[config.mk]
export PLATFORM = sky130hd
export DESIGN_NAME = commit_monitor
export DESIGN_NICKNAME = d
export VERILOG_FILES = /design/src/design/rvfi_pkg.sv /design/src/design/mon_pkg.sv /design/src/design/commit_checker.sv /design/src/design/run_control.sv /design/src/design/trace_encoder.sv /design/src/design/commit_monitor.sv
export VERILOG_INCLUDE_DIRS = /design/src /design/src/design
export SDC_FILE = /design/constraint.sdc
export NUM_CORES = 1
export LEC_CHECK = 0
export ABC_AREA = 1
export BUFFER_PORTS_ARGS = -buffer_cell sky130_fd_sc_hd__buf_4
export CORE_UTILIZATION = 35
export DETAILED_ROUTE_END_ITERATION = 8
export SYNTH_ARGS = -nofsm -noshare
export SYNTH_HDL_FRONTEND = slang
export SYNTH_SLANG_ARGS = --single-unit
export TNS_END_PERCENT = 10
[constraint.sdc]
create_clock -name itf -period 4.3 [get_ports itf]
set_input_delay 0.645 -clock itf [delete_from_list [all_inputs] [get_ports itf]]
set_output_delay 0.645 -clock itf [all_outputs]
set_load 0.005 [all_outputs]
[src/design/rvfi_cfg.svh]
`ifndef RVFI_CFG_SVH
`define RVFI_CFG_SVH

`define XLEN    32
`define ORDER_W 64
`define COUNT_W 32
`define ERR_W   5

// Error code bit positions
`define ERR_ORDER         0
`define ERR_MASK_CONFLICT 1
`define ERR_MASK_SHAPE    2
`define ERR_X0_WRITE      3
`define ERR_PC_ALIGN      4

// Measurement markers (slti x0 with immediates 1 and 2)
`define INST_START    32'h00102013
`define INST_STOP     32'h00202013

// Self-loop encodings that end a program
`define INST_HALT_BEQ 32'h00000063
`define INST_HALT_JAL 32'h0000006f

`endif

[src/design/rvfi_pkg.sv]
`default_nettype none

`include "rvfi_cfg.svh"

package rvfi_pkg;

    // Instruction, PC, register data and memory address
    typedef logic [`XLEN-1:0] word_t;

    typedef logic [`ORDER_W-1:0] order_t;   // Retirement order

    typedef logic [4:0] reg_addr_t;

    // One bit per byte lane of a word
    typedef logic [`XLEN/8-1:0] byte_mask_t;

endpackage

`default_nettype wire

[src/design/mon_pkg.sv]
`default_nettype none

`include "rvfi_cfg.svh"

package mon_pkg;

    typedef logic [`ERR_W-1:0]   err_code_t;
    typedef logic [`COUNT_W-1:0] count_t;

    // Memory access kind of a trace record
    typedef logic [1:0] mem_kind_t;

    localparam mem_kind_t MEM_NONE  = 2'd0;
    localparam mem_kind_t MEM_LOAD  = 2'd1;
    localparam mem_kind_t MEM_STORE = 2'd2;

    typedef enum logic [1:0] {
        WIN_IDLE,
        WIN_MEASURE,
        WIN_DONE
    } window_state_e;

endpackage

`default_nettype wire

[src/design/commit_checker.sv]
`default_nettype none

`include "rvfi_cfg.svh"

module commit_checker (
    input  wire                      itf,
    input  wire                      rst_n,
    input  wire                      valid,
    input  wire rvfi_pkg::order_t    order,
    input  wire rvfi_pkg::reg_addr_t rd_addr,
    input  wire rvfi_pkg::word_t     rd_wdata,
    input  wire rvfi_pkg::word_t     pc_wdata,
    input  wire rvfi_pkg::byte_mask_t mem_rmask,
    input  wire rvfi_pkg::byte_mask_t mem_wmask,
    output mon_pkg::err_code_t       err_code,
    output logic                     error
);

    rvfi_pkg::order_t   exp_order;   // Order expected from the next commit
    mon_pkg::err_code_t flags;

    // Byte, aligned halfword or full word
    function automatic logic mask_ok(rvfi_pkg::byte_mask_t m);
        case (m)
            4'b0001, 4'b0010, 4'b0100, 4'b1000: return 1'b1;
            4'b0011, 4'b1100, 4'b1111:          return 1'b1;
            default:                            return 1'b0;
        endcase
    endfunction

    always_comb begin
        flags = '0;
        flags[`ERR_ORDER]         = (order != exp_order);
        flags[`ERR_MASK_CONFLICT] = (|mem_rmask) && (|mem_wmask);
        flags[`ERR_MASK_SHAPE]    = ((|mem_rmask) && !mask_ok(mem_rmask)) ||
                                    ((|mem_wmask) && !mask_ok(mem_wmask));
        flags[`ERR_X0_WRITE]      = (rd_addr == '0) && (rd_wdata != '0);
        flags[`ERR_PC_ALIGN]      = pc_wdata[0];
    end

    // Following the observed order resyncs after a skip, so one gap flags once
    always_ff @(posedge itf or negedge rst_n) begin
        if (!rst_n) begin
            exp_order <= '0;
            err_code  <= '0;
        end else if (valid) begin
            exp_order <= order + 1'b1;
            err_code  <= err_code | flags;   // Sticky until reset
        end
    end

    assign error = |err_code;

endmodule

`default_nettype wire

[src/design/run_control.sv]
`default_nettype none

`include "rvfi_cfg.svh"

module run_control (
    input  wire                  itf,
    input  wire                  rst_n,
    input  wire                  valid,
    input  wire rvfi_pkg::word_t inst,
    input  wire rvfi_pkg::word_t pc_rdata,
    input  wire rvfi_pkg::word_t pc_wdata,
    output logic                 halt,
    output logic                 measure_done,
    output mon_pkg::count_t      inst_count,
    output mon_pkg::count_t      cycle_count
);

    mon_pkg::window_state_e state;
    mon_pkg::window_state_e state_next;
    logic                   is_start;
    logic                   is_stop;
    logic                   is_halt;

    assign is_start = valid && (inst == `INST_START);
    assign is_stop  = valid && (inst == `INST_STOP);

    // A commit that jumps to itself never leaves
    assign is_halt = valid && ((pc_rdata == pc_wdata) ||
                               (inst == `INST_HALT_BEQ) ||
                               (inst == `INST_HALT_JAL));

    always_comb begin
        state_next = state;
        case (state)
            mon_pkg::WIN_MEASURE: begin
                // A second start keeps measuring and only clears the counters
                if (is_stop) state_next = mon_pkg::WIN_DONE;
            end
            default: begin
                if (is_start) state_next = mon_pkg::WIN_MEASURE;
            end
        endcase
    end

    always_ff @(posedge itf or negedge rst_n) begin
        if (!rst_n) begin
            state       <= mon_pkg::WIN_IDLE;
            halt        <= 1'b0;
            inst_count  <= '0;
            cycle_count <= '0;
        end else begin
            state <= state_next;
            if (is_halt) halt <= 1'b1;
            if (is_start) begin
                inst_count  <= '0;
                cycle_count <= '0;
            end else if (state == mon_pkg::WIN_MEASURE) begin
                // Stop edge still counts and the counters freeze after it
                cycle_count <= cycle_count + 1'b1;
                if (valid) inst_count <= inst_count + 1'b1;
            end
        end
    end

    assign measure_done = (state == mon_pkg::WIN_DONE);

endmodule

`default_nettype wire

[src/design/trace_encoder.sv]
`default_nettype none

module trace_encoder (
    input  wire                       itf,
    input  wire                       rst_n,
    input  wire                       valid,
    input  wire rvfi_pkg::word_t      inst,
    input  wire rvfi_pkg::reg_addr_t  rd_addr,
    input  wire rvfi_pkg::word_t      rd_wdata,
    input  wire rvfi_pkg::word_t      pc_rdata,
    input  wire rvfi_pkg::word_t      mem_addr,
    input  wire rvfi_pkg::byte_mask_t mem_rmask,
    input  wire rvfi_pkg::byte_mask_t mem_wmask,
    input  wire rvfi_pkg::word_t      mem_wdata,
    output logic                      trace_valid,
    output rvfi_pkg::word_t           trace_pc,
    output rvfi_pkg::word_t           trace_inst,
    output rvfi_pkg::reg_addr_t       trace_rd_addr,
    output rvfi_pkg::word_t           trace_rd_data,
    output mon_pkg::mem_kind_t        trace_mem_kind,
    output rvfi_pkg::word_t           trace_mem_addr,
    output rvfi_pkg::word_t           trace_store_data
);

    rvfi_pkg::byte_mask_t act_mask;
    mon_pkg::mem_kind_t   kind;
    logic [1:0]           lane;        // Lowest active byte lane
    rvfi_pkg::word_t      shifted;
    rvfi_pkg::word_t      inst_n;
    rvfi_pkg::word_t      addr_n;
    rvfi_pkg::word_t      store_n;

    function automatic logic [1:0] lowest_lane(rvfi_pkg::byte_mask_t m);
        logic [1:0] idx;
        idx = '0;
        for (int i = 3; i >= 0; i--) begin
            if (m[i]) idx = 2'(i);
        end
        return idx;
    endfunction

    // Store wins over load when both masks are set
    assign act_mask = (|mem_wmask) ? mem_wmask : mem_rmask;
    assign kind     = (|mem_wmask) ? mon_pkg::MEM_STORE :
                      (|mem_rmask) ? mon_pkg::MEM_LOAD  : mon_pkg::MEM_NONE;
    assign lane     = lowest_lane(act_mask);
    assign shifted  = mem_wdata >> {lane, 3'b000};

    // Compressed instructions keep only their low halfword
    assign inst_n = (inst[1:0] == 2'b11) ? inst : {16'b0, inst[15:0]};
    assign addr_n = (kind == mon_pkg::MEM_NONE) ? '0 : ({mem_addr[31:2], 2'b00} + lane);

    always_comb begin
        store_n = '0;
        if (kind == mon_pkg::MEM_STORE) begin
            case ($countones(mem_wmask))
                1:       store_n = {24'b0, shifted[7:0]};
                2:       store_n = {16'b0, shifted[15:0]};
                default: store_n = mem_wdata;
            endcase
        end
    end

    always_ff @(posedge itf or negedge rst_n) begin
        if (!rst_n) trace_valid <= 1'b0;
        else        trace_valid <= valid;
    end

    always_ff @(posedge itf) begin
        if (valid) begin
            trace_pc         <= pc_rdata;
            trace_inst       <= inst_n;
            trace_rd_addr    <= rd_addr;
            trace_rd_data    <= (rd_addr == '0) ? '0 : rd_wdata;
            trace_mem_kind   <= kind;
            trace_mem_addr   <= addr_n;
            trace_store_data <= store_n;
        end
    end

endmodule

`default_nettype wire

[src/design/commit_monitor.sv]
`default_nettype none

module commit_monitor (
    input  wire                       itf,
    input  wire                       rst_n,
    input  wire                       valid,
    input  wire rvfi_pkg::order_t     order,
    input  wire rvfi_pkg::word_t      inst,
    input  wire rvfi_pkg::reg_addr_t  rd_addr,
    input  wire rvfi_pkg::word_t      rd_wdata,
    input  wire rvfi_pkg::word_t      pc_rdata,
    input  wire rvfi_pkg::word_t      pc_wdata,
    input  wire rvfi_pkg::word_t      mem_addr,
    input  wire rvfi_pkg::byte_mask_t mem_rmask,
    input  wire rvfi_pkg::byte_mask_t mem_wmask,
    input  wire rvfi_pkg::word_t      mem_wdata,
    output mon_pkg::err_code_t        err_code,
    output logic                      error,
    output logic                      halt,
    output logic                      measure_done,
    output mon_pkg::count_t           inst_count,
    output mon_pkg::count_t           cycle_count,
    output logic                      trace_valid,
    output rvfi_pkg::word_t           trace_pc,
    output rvfi_pkg::word_t           trace_inst,
    output rvfi_pkg::reg_addr_t       trace_rd_addr,
    output rvfi_pkg::word_t           trace_rd_data,
    output mon_pkg::mem_kind_t        trace_mem_kind,
    output rvfi_pkg::word_t           trace_mem_addr,
    output rvfi_pkg::word_t           trace_store_data
);

    // All three blocks watch the same commit stream independently
    commit_checker i_commit_checker (
        .itf       (itf),
        .rst_n     (rst_n),
        .valid     (valid),
        .order     (order),
        .rd_addr   (rd_addr),
        .rd_wdata  (rd_wdata),
        .pc_wdata  (pc_wdata),
        .mem_rmask (mem_rmask),
        .mem_wmask (mem_wmask),
        .err_code  (err_code),
        .error     (error)
    );

    run_control i_run_control (
        .itf          (itf),
        .rst_n        (rst_n),
        .valid        (valid),
        .inst         (inst),
        .pc_rdata     (pc_rdata),
        .pc_wdata     (pc_wdata),
        .halt         (halt),
        .measure_done (measure_done),
        .inst_count   (inst_count),
        .cycle_count  (cycle_count)
    );

    trace_encoder i_trace_encoder (
        .itf              (itf),
        .rst_n            (rst_n),
        .valid            (valid),
        .inst             (inst),
        .rd_addr          (rd_addr),
        .rd_wdata         (rd_wdata),
        .pc_rdata         (pc_rdata),
        .mem_addr         (mem_addr),
        .mem_rmask        (mem_rmask),
        .mem_wmask        (mem_wmask),
        .mem_wdata        (mem_wdata),
        .trace_valid      (trace_valid),
        .trace_pc         (trace_pc),
        .trace_inst       (trace_inst),
        .trace_rd_addr    (trace_rd_addr),
        .trace_rd_data    (trace_rd_data),
        .trace_mem_kind   (trace_mem_kind),
        .trace_mem_addr   (trace_mem_addr),
        .trace_store_data (trace_store_data)
    );

endmodule

`default_nettype wire

==> results of run 1 <==
-- cell usage after synthesis, types with 3 or more instances --
cell type / instances
nor2_1: 293
nor4_1: 5
nand4_1: 58
nor3b_1: 3
nand3b_1: 14
nor2_2: 13
ha_1: 13
dfrtp_1: 137
inv_1: 236
buf_6: 5
buf_2: 16
a31oi_1: 8
nor3_2: 5
nand3_1: 144
o31ai_1: 5
nor3_1: 67
a21oi_1: 18
clkbuf_1: 29
xnor2_1: 65
buf_1: 5
or2_2: 15
nand2_2: 5
inv_2: 9
o21bai_1: 4
nand3_2: 4
nand2_1: 699
o21ai_0: 30
o21ai_1: 12
nor2_4: 4
xor2_1: 91
edfxtp_1: 167
-- power by group through the flow --
stage	registers [mW]	logic (mW)	clock network (mW)
floorplan	3.51	0.502	0
global placement	3.52	1.28	0
detailed placement	3.53	1.30	0
CTS	3.48	1.31	3.54
global route	3.50	1.42	3.64
finish	3.47	1.30	3.47
-- worst max-delay path, delay by kind of cell --
kind / cells / cell delay [ns]
AO/OA/AOI/OAI: 1 / 0.90
adder cells (fa/ha/maj): 3 / 0.94
buffers and inverters: 4 / 0.59
AND/OR/NAND/NOR: 4 / 0.51
-- per-layer routing --
metal  wire, um  global-route usage [%]  vias up
met5         24                       0        -
met4       2670                    10.1        4
met3       4780                    5.24      117
met2      33900                    46.0      632
met1      27800                    33.0     7912
li1           -                       -     8051
-- cell families (layout without fill, tap and decap cells) --
family	count (synthesis)	after routing	synth area share, %
flip-flops	304	304	48.5
adder cells (fa/ha/maj)	14	14	1.05
other	0	4	0
XOR/XNOR	156	156	7.85
AND/OR/NAND/NOR	1338	1338	32.9
buffers and inverters	302	836	6.86
AO/OA/AOI/OAI	84	84	2.78
-- metrics by stage --
stage / area [sq um] / utilization (%) / std cells / worst slack, ns
6_report: 23300 / 47.5 / 3400 / 1.10
5_1_grt: 23200 / 47.5 / 3399 / 0.918
4_1_cts: 23200 / 47.5 / 3396 / 1.10
3_5_place_dp: 21900 / 44.8 / 3327 / 0.517
3_3_place_gp: 21900 / 44.8 / 3327 / 0.610
2_1_floorplan: 17400 / - / 2198 / 1.44
-- sequential cells by signal, summed over array words and instances (netlist names), 2 cells and up --
register and cells:
i_commit_checker.exp_order 64, i_run_control.cycle_count 32, i_run_control.inst_count 32, i_trace_encoder.trace_inst 32, i_trace_encoder.trace_mem_addr 32, i_trace_encoder.trace_pc 32, i_trace_encoder.trace_rd_data 32, i_trace_encoder.trace_store_data 32
i_commit_checker.err_code 5, i_trace_encoder.trace_rd_addr 5, i_run_control.state 2, i_trace_encoder.trace_mem_kind 2
-- final cells by class --
cell class                 instances  area [sq um]
inverter                         246           923
fill                            4907         25700
tap                              664           831
antenna                            4          10.0
timing repair buffer             521          3940
sequential                       304          8440
clock inverter                    17           279
multi-input combinational       1592          7780
clock buffer                      52          1050
-- how the worst min path moves through the flow --
| stage | cells past startpoint | end | slack, ns | from |
|---|---|---|---|---|
| 2_1_floorplan | 0 | i_commit_checker.err_code[0] | 0.35 | rst_n |
| 3_3_place_gp | 2 | i_run_control.halt | 0.45 | i_run_control.halt |
| 3_5_place_dp | 2 | i_run_control.halt | 0.47 | i_run_control.halt |
| 4_1_cts | 1 | i_run_control.inst_count[20] | 0.19 | rst_n |
| 5_1_grt | 1 | i_run_control.inst_count[20] | 0.23 | rst_n |
| 6_report | 1 | i_run_control.inst_count[20] | 0.13 | rst_n |
==> run summary, run 1 <==
outcome: finished, final reports clean
total grt overflow: 0
RePlAce Congestion: 0.952
Final Skew: 0.0179 ns
kind of critical path: in -> reg
Synth area leader: edfxtp_1
NumNets Final: 2989
Setup crit start: mem_wmask[2]
CTS resizes: 0
Post-CTS Setup Bufs: 0
# DRC: 0
critical path required time: 4.72 ns
die height: 225 um
DR WL/cell: 20.3 um
Clock power frac: 42.1%
FF-to-FF setup slack: 2.33 ns
Synth cell types: 46
Final min period: 3.20 ns
first-pass detailed-route iteration total: 5
synthesized area: 0.0174 sq mm
Core ar.: 0.0490 sq mm
synth warn: 0
Syn Inst Count: 2198
Seq pwr share: 42.1%
root buffer cell: clkbuf_16
Worst VDD drop: 325 uV
I/O pin total: 512
CP max stage cell: o21ai_2
max_cap viols: 0
Async SR Flop Fraction: 45.1%
first-pass GRT wire length: 101000 um
post-synthesis average cell area: 7.92 sq um
CTS Sinks: 304
crit path to: i_trace_encoder.trace_store_data[5]
Detailed Route Iter0 Violations: 1161
post-route ant nets: 0
Worst Setup End Kind: flop
routed vias/inst: 4.92
Initial Utilization: 35.6%
Area contributors post-synth: edfxtp_1, dfrtp_1, nand2_1, nor2_1, inv_1
crit share post-route: 74.4%
Reg clk slew, reported paths: 0.06 ns
Tot Pwr: 8.25 mW
post-DP HPWL: 53600 um
internal power: 6.03 mW
H-tree levels: 2
Final Hold Vio Count: 0
Logic pwr share: 15.8%
Main synth FF type: edfxtp_1
P&R area growth vs syn: 33.6%
initial antenna violation count: 6
P_sw: 2.22 mW
CP Launch Type: input pin
Slew Viols, Final: 0
WHS: 0.125 ns
Core Rows: 81
Inserted Clock Buffers: 38
most frequent cells in the layout: nand2_1, buf_4, nor2_1
TritonCTS clock tree: yes
switch share: 26.9%
clock latency on the worst-skew pair: 0.57 ns
r2r worst-path depth: 9
Net Count, Synth: 2484
GRT Util Overall: 26.8%
Leak: 11.0 nW
Final Setup Violations: 0
commonest non-fill, non-tap cell in the layout: nand2_1
cts hold-fix bufs: 0
top-area cell type share of the netlist area: 28.8%
share of layout cells above drive strength 1: 23.6%
post-synthesis register bit count: 304
crit-path max FO: 25
relative slew slack: 20.6%
IO buf count: 509
vias post-DR: 16700
RSZ-0062 raised after global routing: false
crit-path cells: buf_4 -> inv_1 -> ha_1 -> ha_1 -> fa_1 -> inv_1 -> nand2_1 -> o21ai_2 -> inv_2 -> nor2_4 -> nor2_1 -> nor2_1
Least-Margin Pin Slew: 1.19 ns
Max Root-Sink Buffers: 3
worst r2r src: i_run_control.cycle_count[0]
die area: 0.0506 sq mm
power per cell area: 355 mW/mm^2
setup TNS: 0 ns
fmax: 312 MHz
reg2reg end: i_run_control.cycle_count[30]
CP max stage delay: 0.90 ns
vias in the first global route: 16000
Worst Hold Class: in -> async
Worst EP arrival: 3.62 ns
final wirelength: 69100 um
Post-synth EDFFs: 167
largest net degree at the start of global routing: 95
chip width: 225 um
sequential fraction of the synthesis area: 48.5%
Power figures use the tool's default switching activity.
==> run 2: changes to the inputs <==
==> constraint.sdc (replaced) <==
create_clock -name itf -period 3.2 [get_ports itf]
set_input_delay 0.48 -clock itf [delete_from_list [all_inputs] [get_ports itf]]
set_output_delay 0.48 -clock itf [all_outputs]
set_load 0.005 [all_outputs]
==> run 2 against run 1 <==
  * Power grew 33%
  * Critical path type unchanged
  * Global-route usage shrank 0.32 points
  * Sequential power grew 34%
==> run summary, run 2 (synthesized netlist as in run 1, its figures left out) <==
outcome: finished, final reports clean
Worst VDD drop: 339 uV
Initial Utilization: 35.6%
kind of critical path: in -> reg
Biggest register: i_commit_checker.exp_order
# fillers: 4861
WHS: 0.0951 ns
# DRC: 0
FF-to-FF setup slack: 1.05 ns
Worst Setup End Kind: flop
DR WL/cell: 20.1 um
Inserted Clock Buffers: 38
max_cap viols: 0
Worst Hold Class: in -> reg
max reg flops: 64
CP Launch Type: input pin
Worst EP arrival: 2.78 ns
Reg clk slew, reported paths: 0.06 ns
P&R area growth vs syn: 34.1%
root buffer cell: clkbuf_16
crit-path max FO: 10
Core Rows: 81
vias in the first global route: 16200
GRT Util Overall: 26.4%
Final min period: 2.36 ns
setup TNS: 0 ns
die height: 225 um
initial antenna violation count: 5
chip width: 225 um
Final Skew: 0.0169 ns
H-tree levels: 2
share of layout cells above drive strength 1: 23.6%
Leak: 11.0 nW
Final Hold Vio Count: 0
Detailed Route Iter0 Violations: 1076
first-pass detailed-route iteration total: 5
Final Setup Violations: 0
fmax: 423 MHz
NumNets Final: 2998
Slew Viols, Final: 0
Max Root-Sink Buffers: 3
routed vias/inst: 4.90
post-DP HPWL: 54100 um
post-route ant nets: 0
relative slew slack: 39.1%
IO buf count: 509
commonest non-fill, non-tap cell in the layout: nand2_1
RSZ-0062 raised after global routing: false
first-pass GRT wire length: 99700 um
CTS Sinks: 304
final wirelength: 68500 um
largest net degree at the start of global routing: 103
RePlAce Congestion: 0.942
crit share post-route: 73.9%
area occupied by multi-input gates: 0.00778 sq mm
clock latency on the worst-skew pair: 0.57 ns
critical path required time: 3.62 ns
power per cell area: 470 mW/mm^2
register area: 0.00844 sq mm
die area: 0.0506 sq mm
Least-Margin Pin Slew: 0.913 ns
CTS resizes: 0
total grt overflow: 0
Core ar.: 0.0490 sq mm
TritonCTS clock tree: yes
I/O pin total: 512
vias post-DR: 16700
most frequent cells in the layout: nand2_1, buf_4, nor2_1
-- run 2: power breakdown --
part | internal, mW | switching (mW) | leakage (nW)
Combinational | 0.804 | 0.956 | 7.07
Sequential | 4.49 | 0.171 | 3.33
Clock | 2.76 | 1.80 | 0.629
-- run 2: area by class of cell --
cell class / instances / area share, %
diodes: 2 / 0.0214
clock buffers: 53 / 4.40
clock inverters: 17 / 1.22
inverters: 246 / 3.96
multi-input cells: 1592 / 33.3
flip-flops and latches: 304 / 36.2
well taps: 664 / 3.56
repair buffers: 530 / 17.3
-- run 2: stage by stage --
stage	util [%]	setup slack, ns	std cells	power (mW)	instance area, sq um
floorplan	-	0.502	2198	5.39	17400
global placement	45.0	0.350	3335	6.47	22000
detailed placement	45.0	0.273	3335	6.49	22000
CTS	47.7	0.874	3406	11.1	23300
global route	47.7	0.622	3408	11.4	23300
finish	47.7	0.835	3408	11.0	23300
-- run 2: final timing paths --
| path | to | start | cells past startpoint |
|---|---|---|---|
| worst max register to register | i_run_control.cycle_count[27] | i_run_control.state[1] | 6 |
| worst min-delay path | i_trace_encoder.trace_inst[9] | inst[9] | 1 |
| worst min register to register | i_run_control.halt | i_run_control.halt | 2 |
| min in group asynchronous | i_run_control.inst_count[12] | rst_n | 2 |
| worst max-delay path | i_trace_encoder.trace_store_data[5] | mem_wmask[2] | 12 |
| max in group asynchronous | i_run_control.halt | rst_n | 3 |
-- run 2: critical path, stage by stage --
cell	delay [ns]
buf_4	0.10
inv_1	0.06
ha_1	0.29
ha_1	0.21
fa_1	0.43
inv_1	0.12
nand2_1	0.07
o21ai_2	0.38
inv_2	0.21
nor2_4	0.23
nor2_1	0.08
nor2_1	0.10
-- run 2: metal layers --
layer / part of all wire, % / routed length, um / global-route usage (%) / vias to the layer above
li1: - / - / - / 8061
met1: 40 / 27100 / 31.9 / 7861
met2: 49 / 33900 / 45.9 / 646
met3: 6.9 / 4730 / 5.14 / 123
met4: 4.0 / 2760 / 11.0 / 6
met5: 0.051 / 35 / 0 / -
-- run 2: timing repair --
item	4_1_cts	5_1_grt
setup buffers	0	0
endpoints found under the hold margin	59	0
hold buffers	1	0
endpoints found under the setup margin	0	0
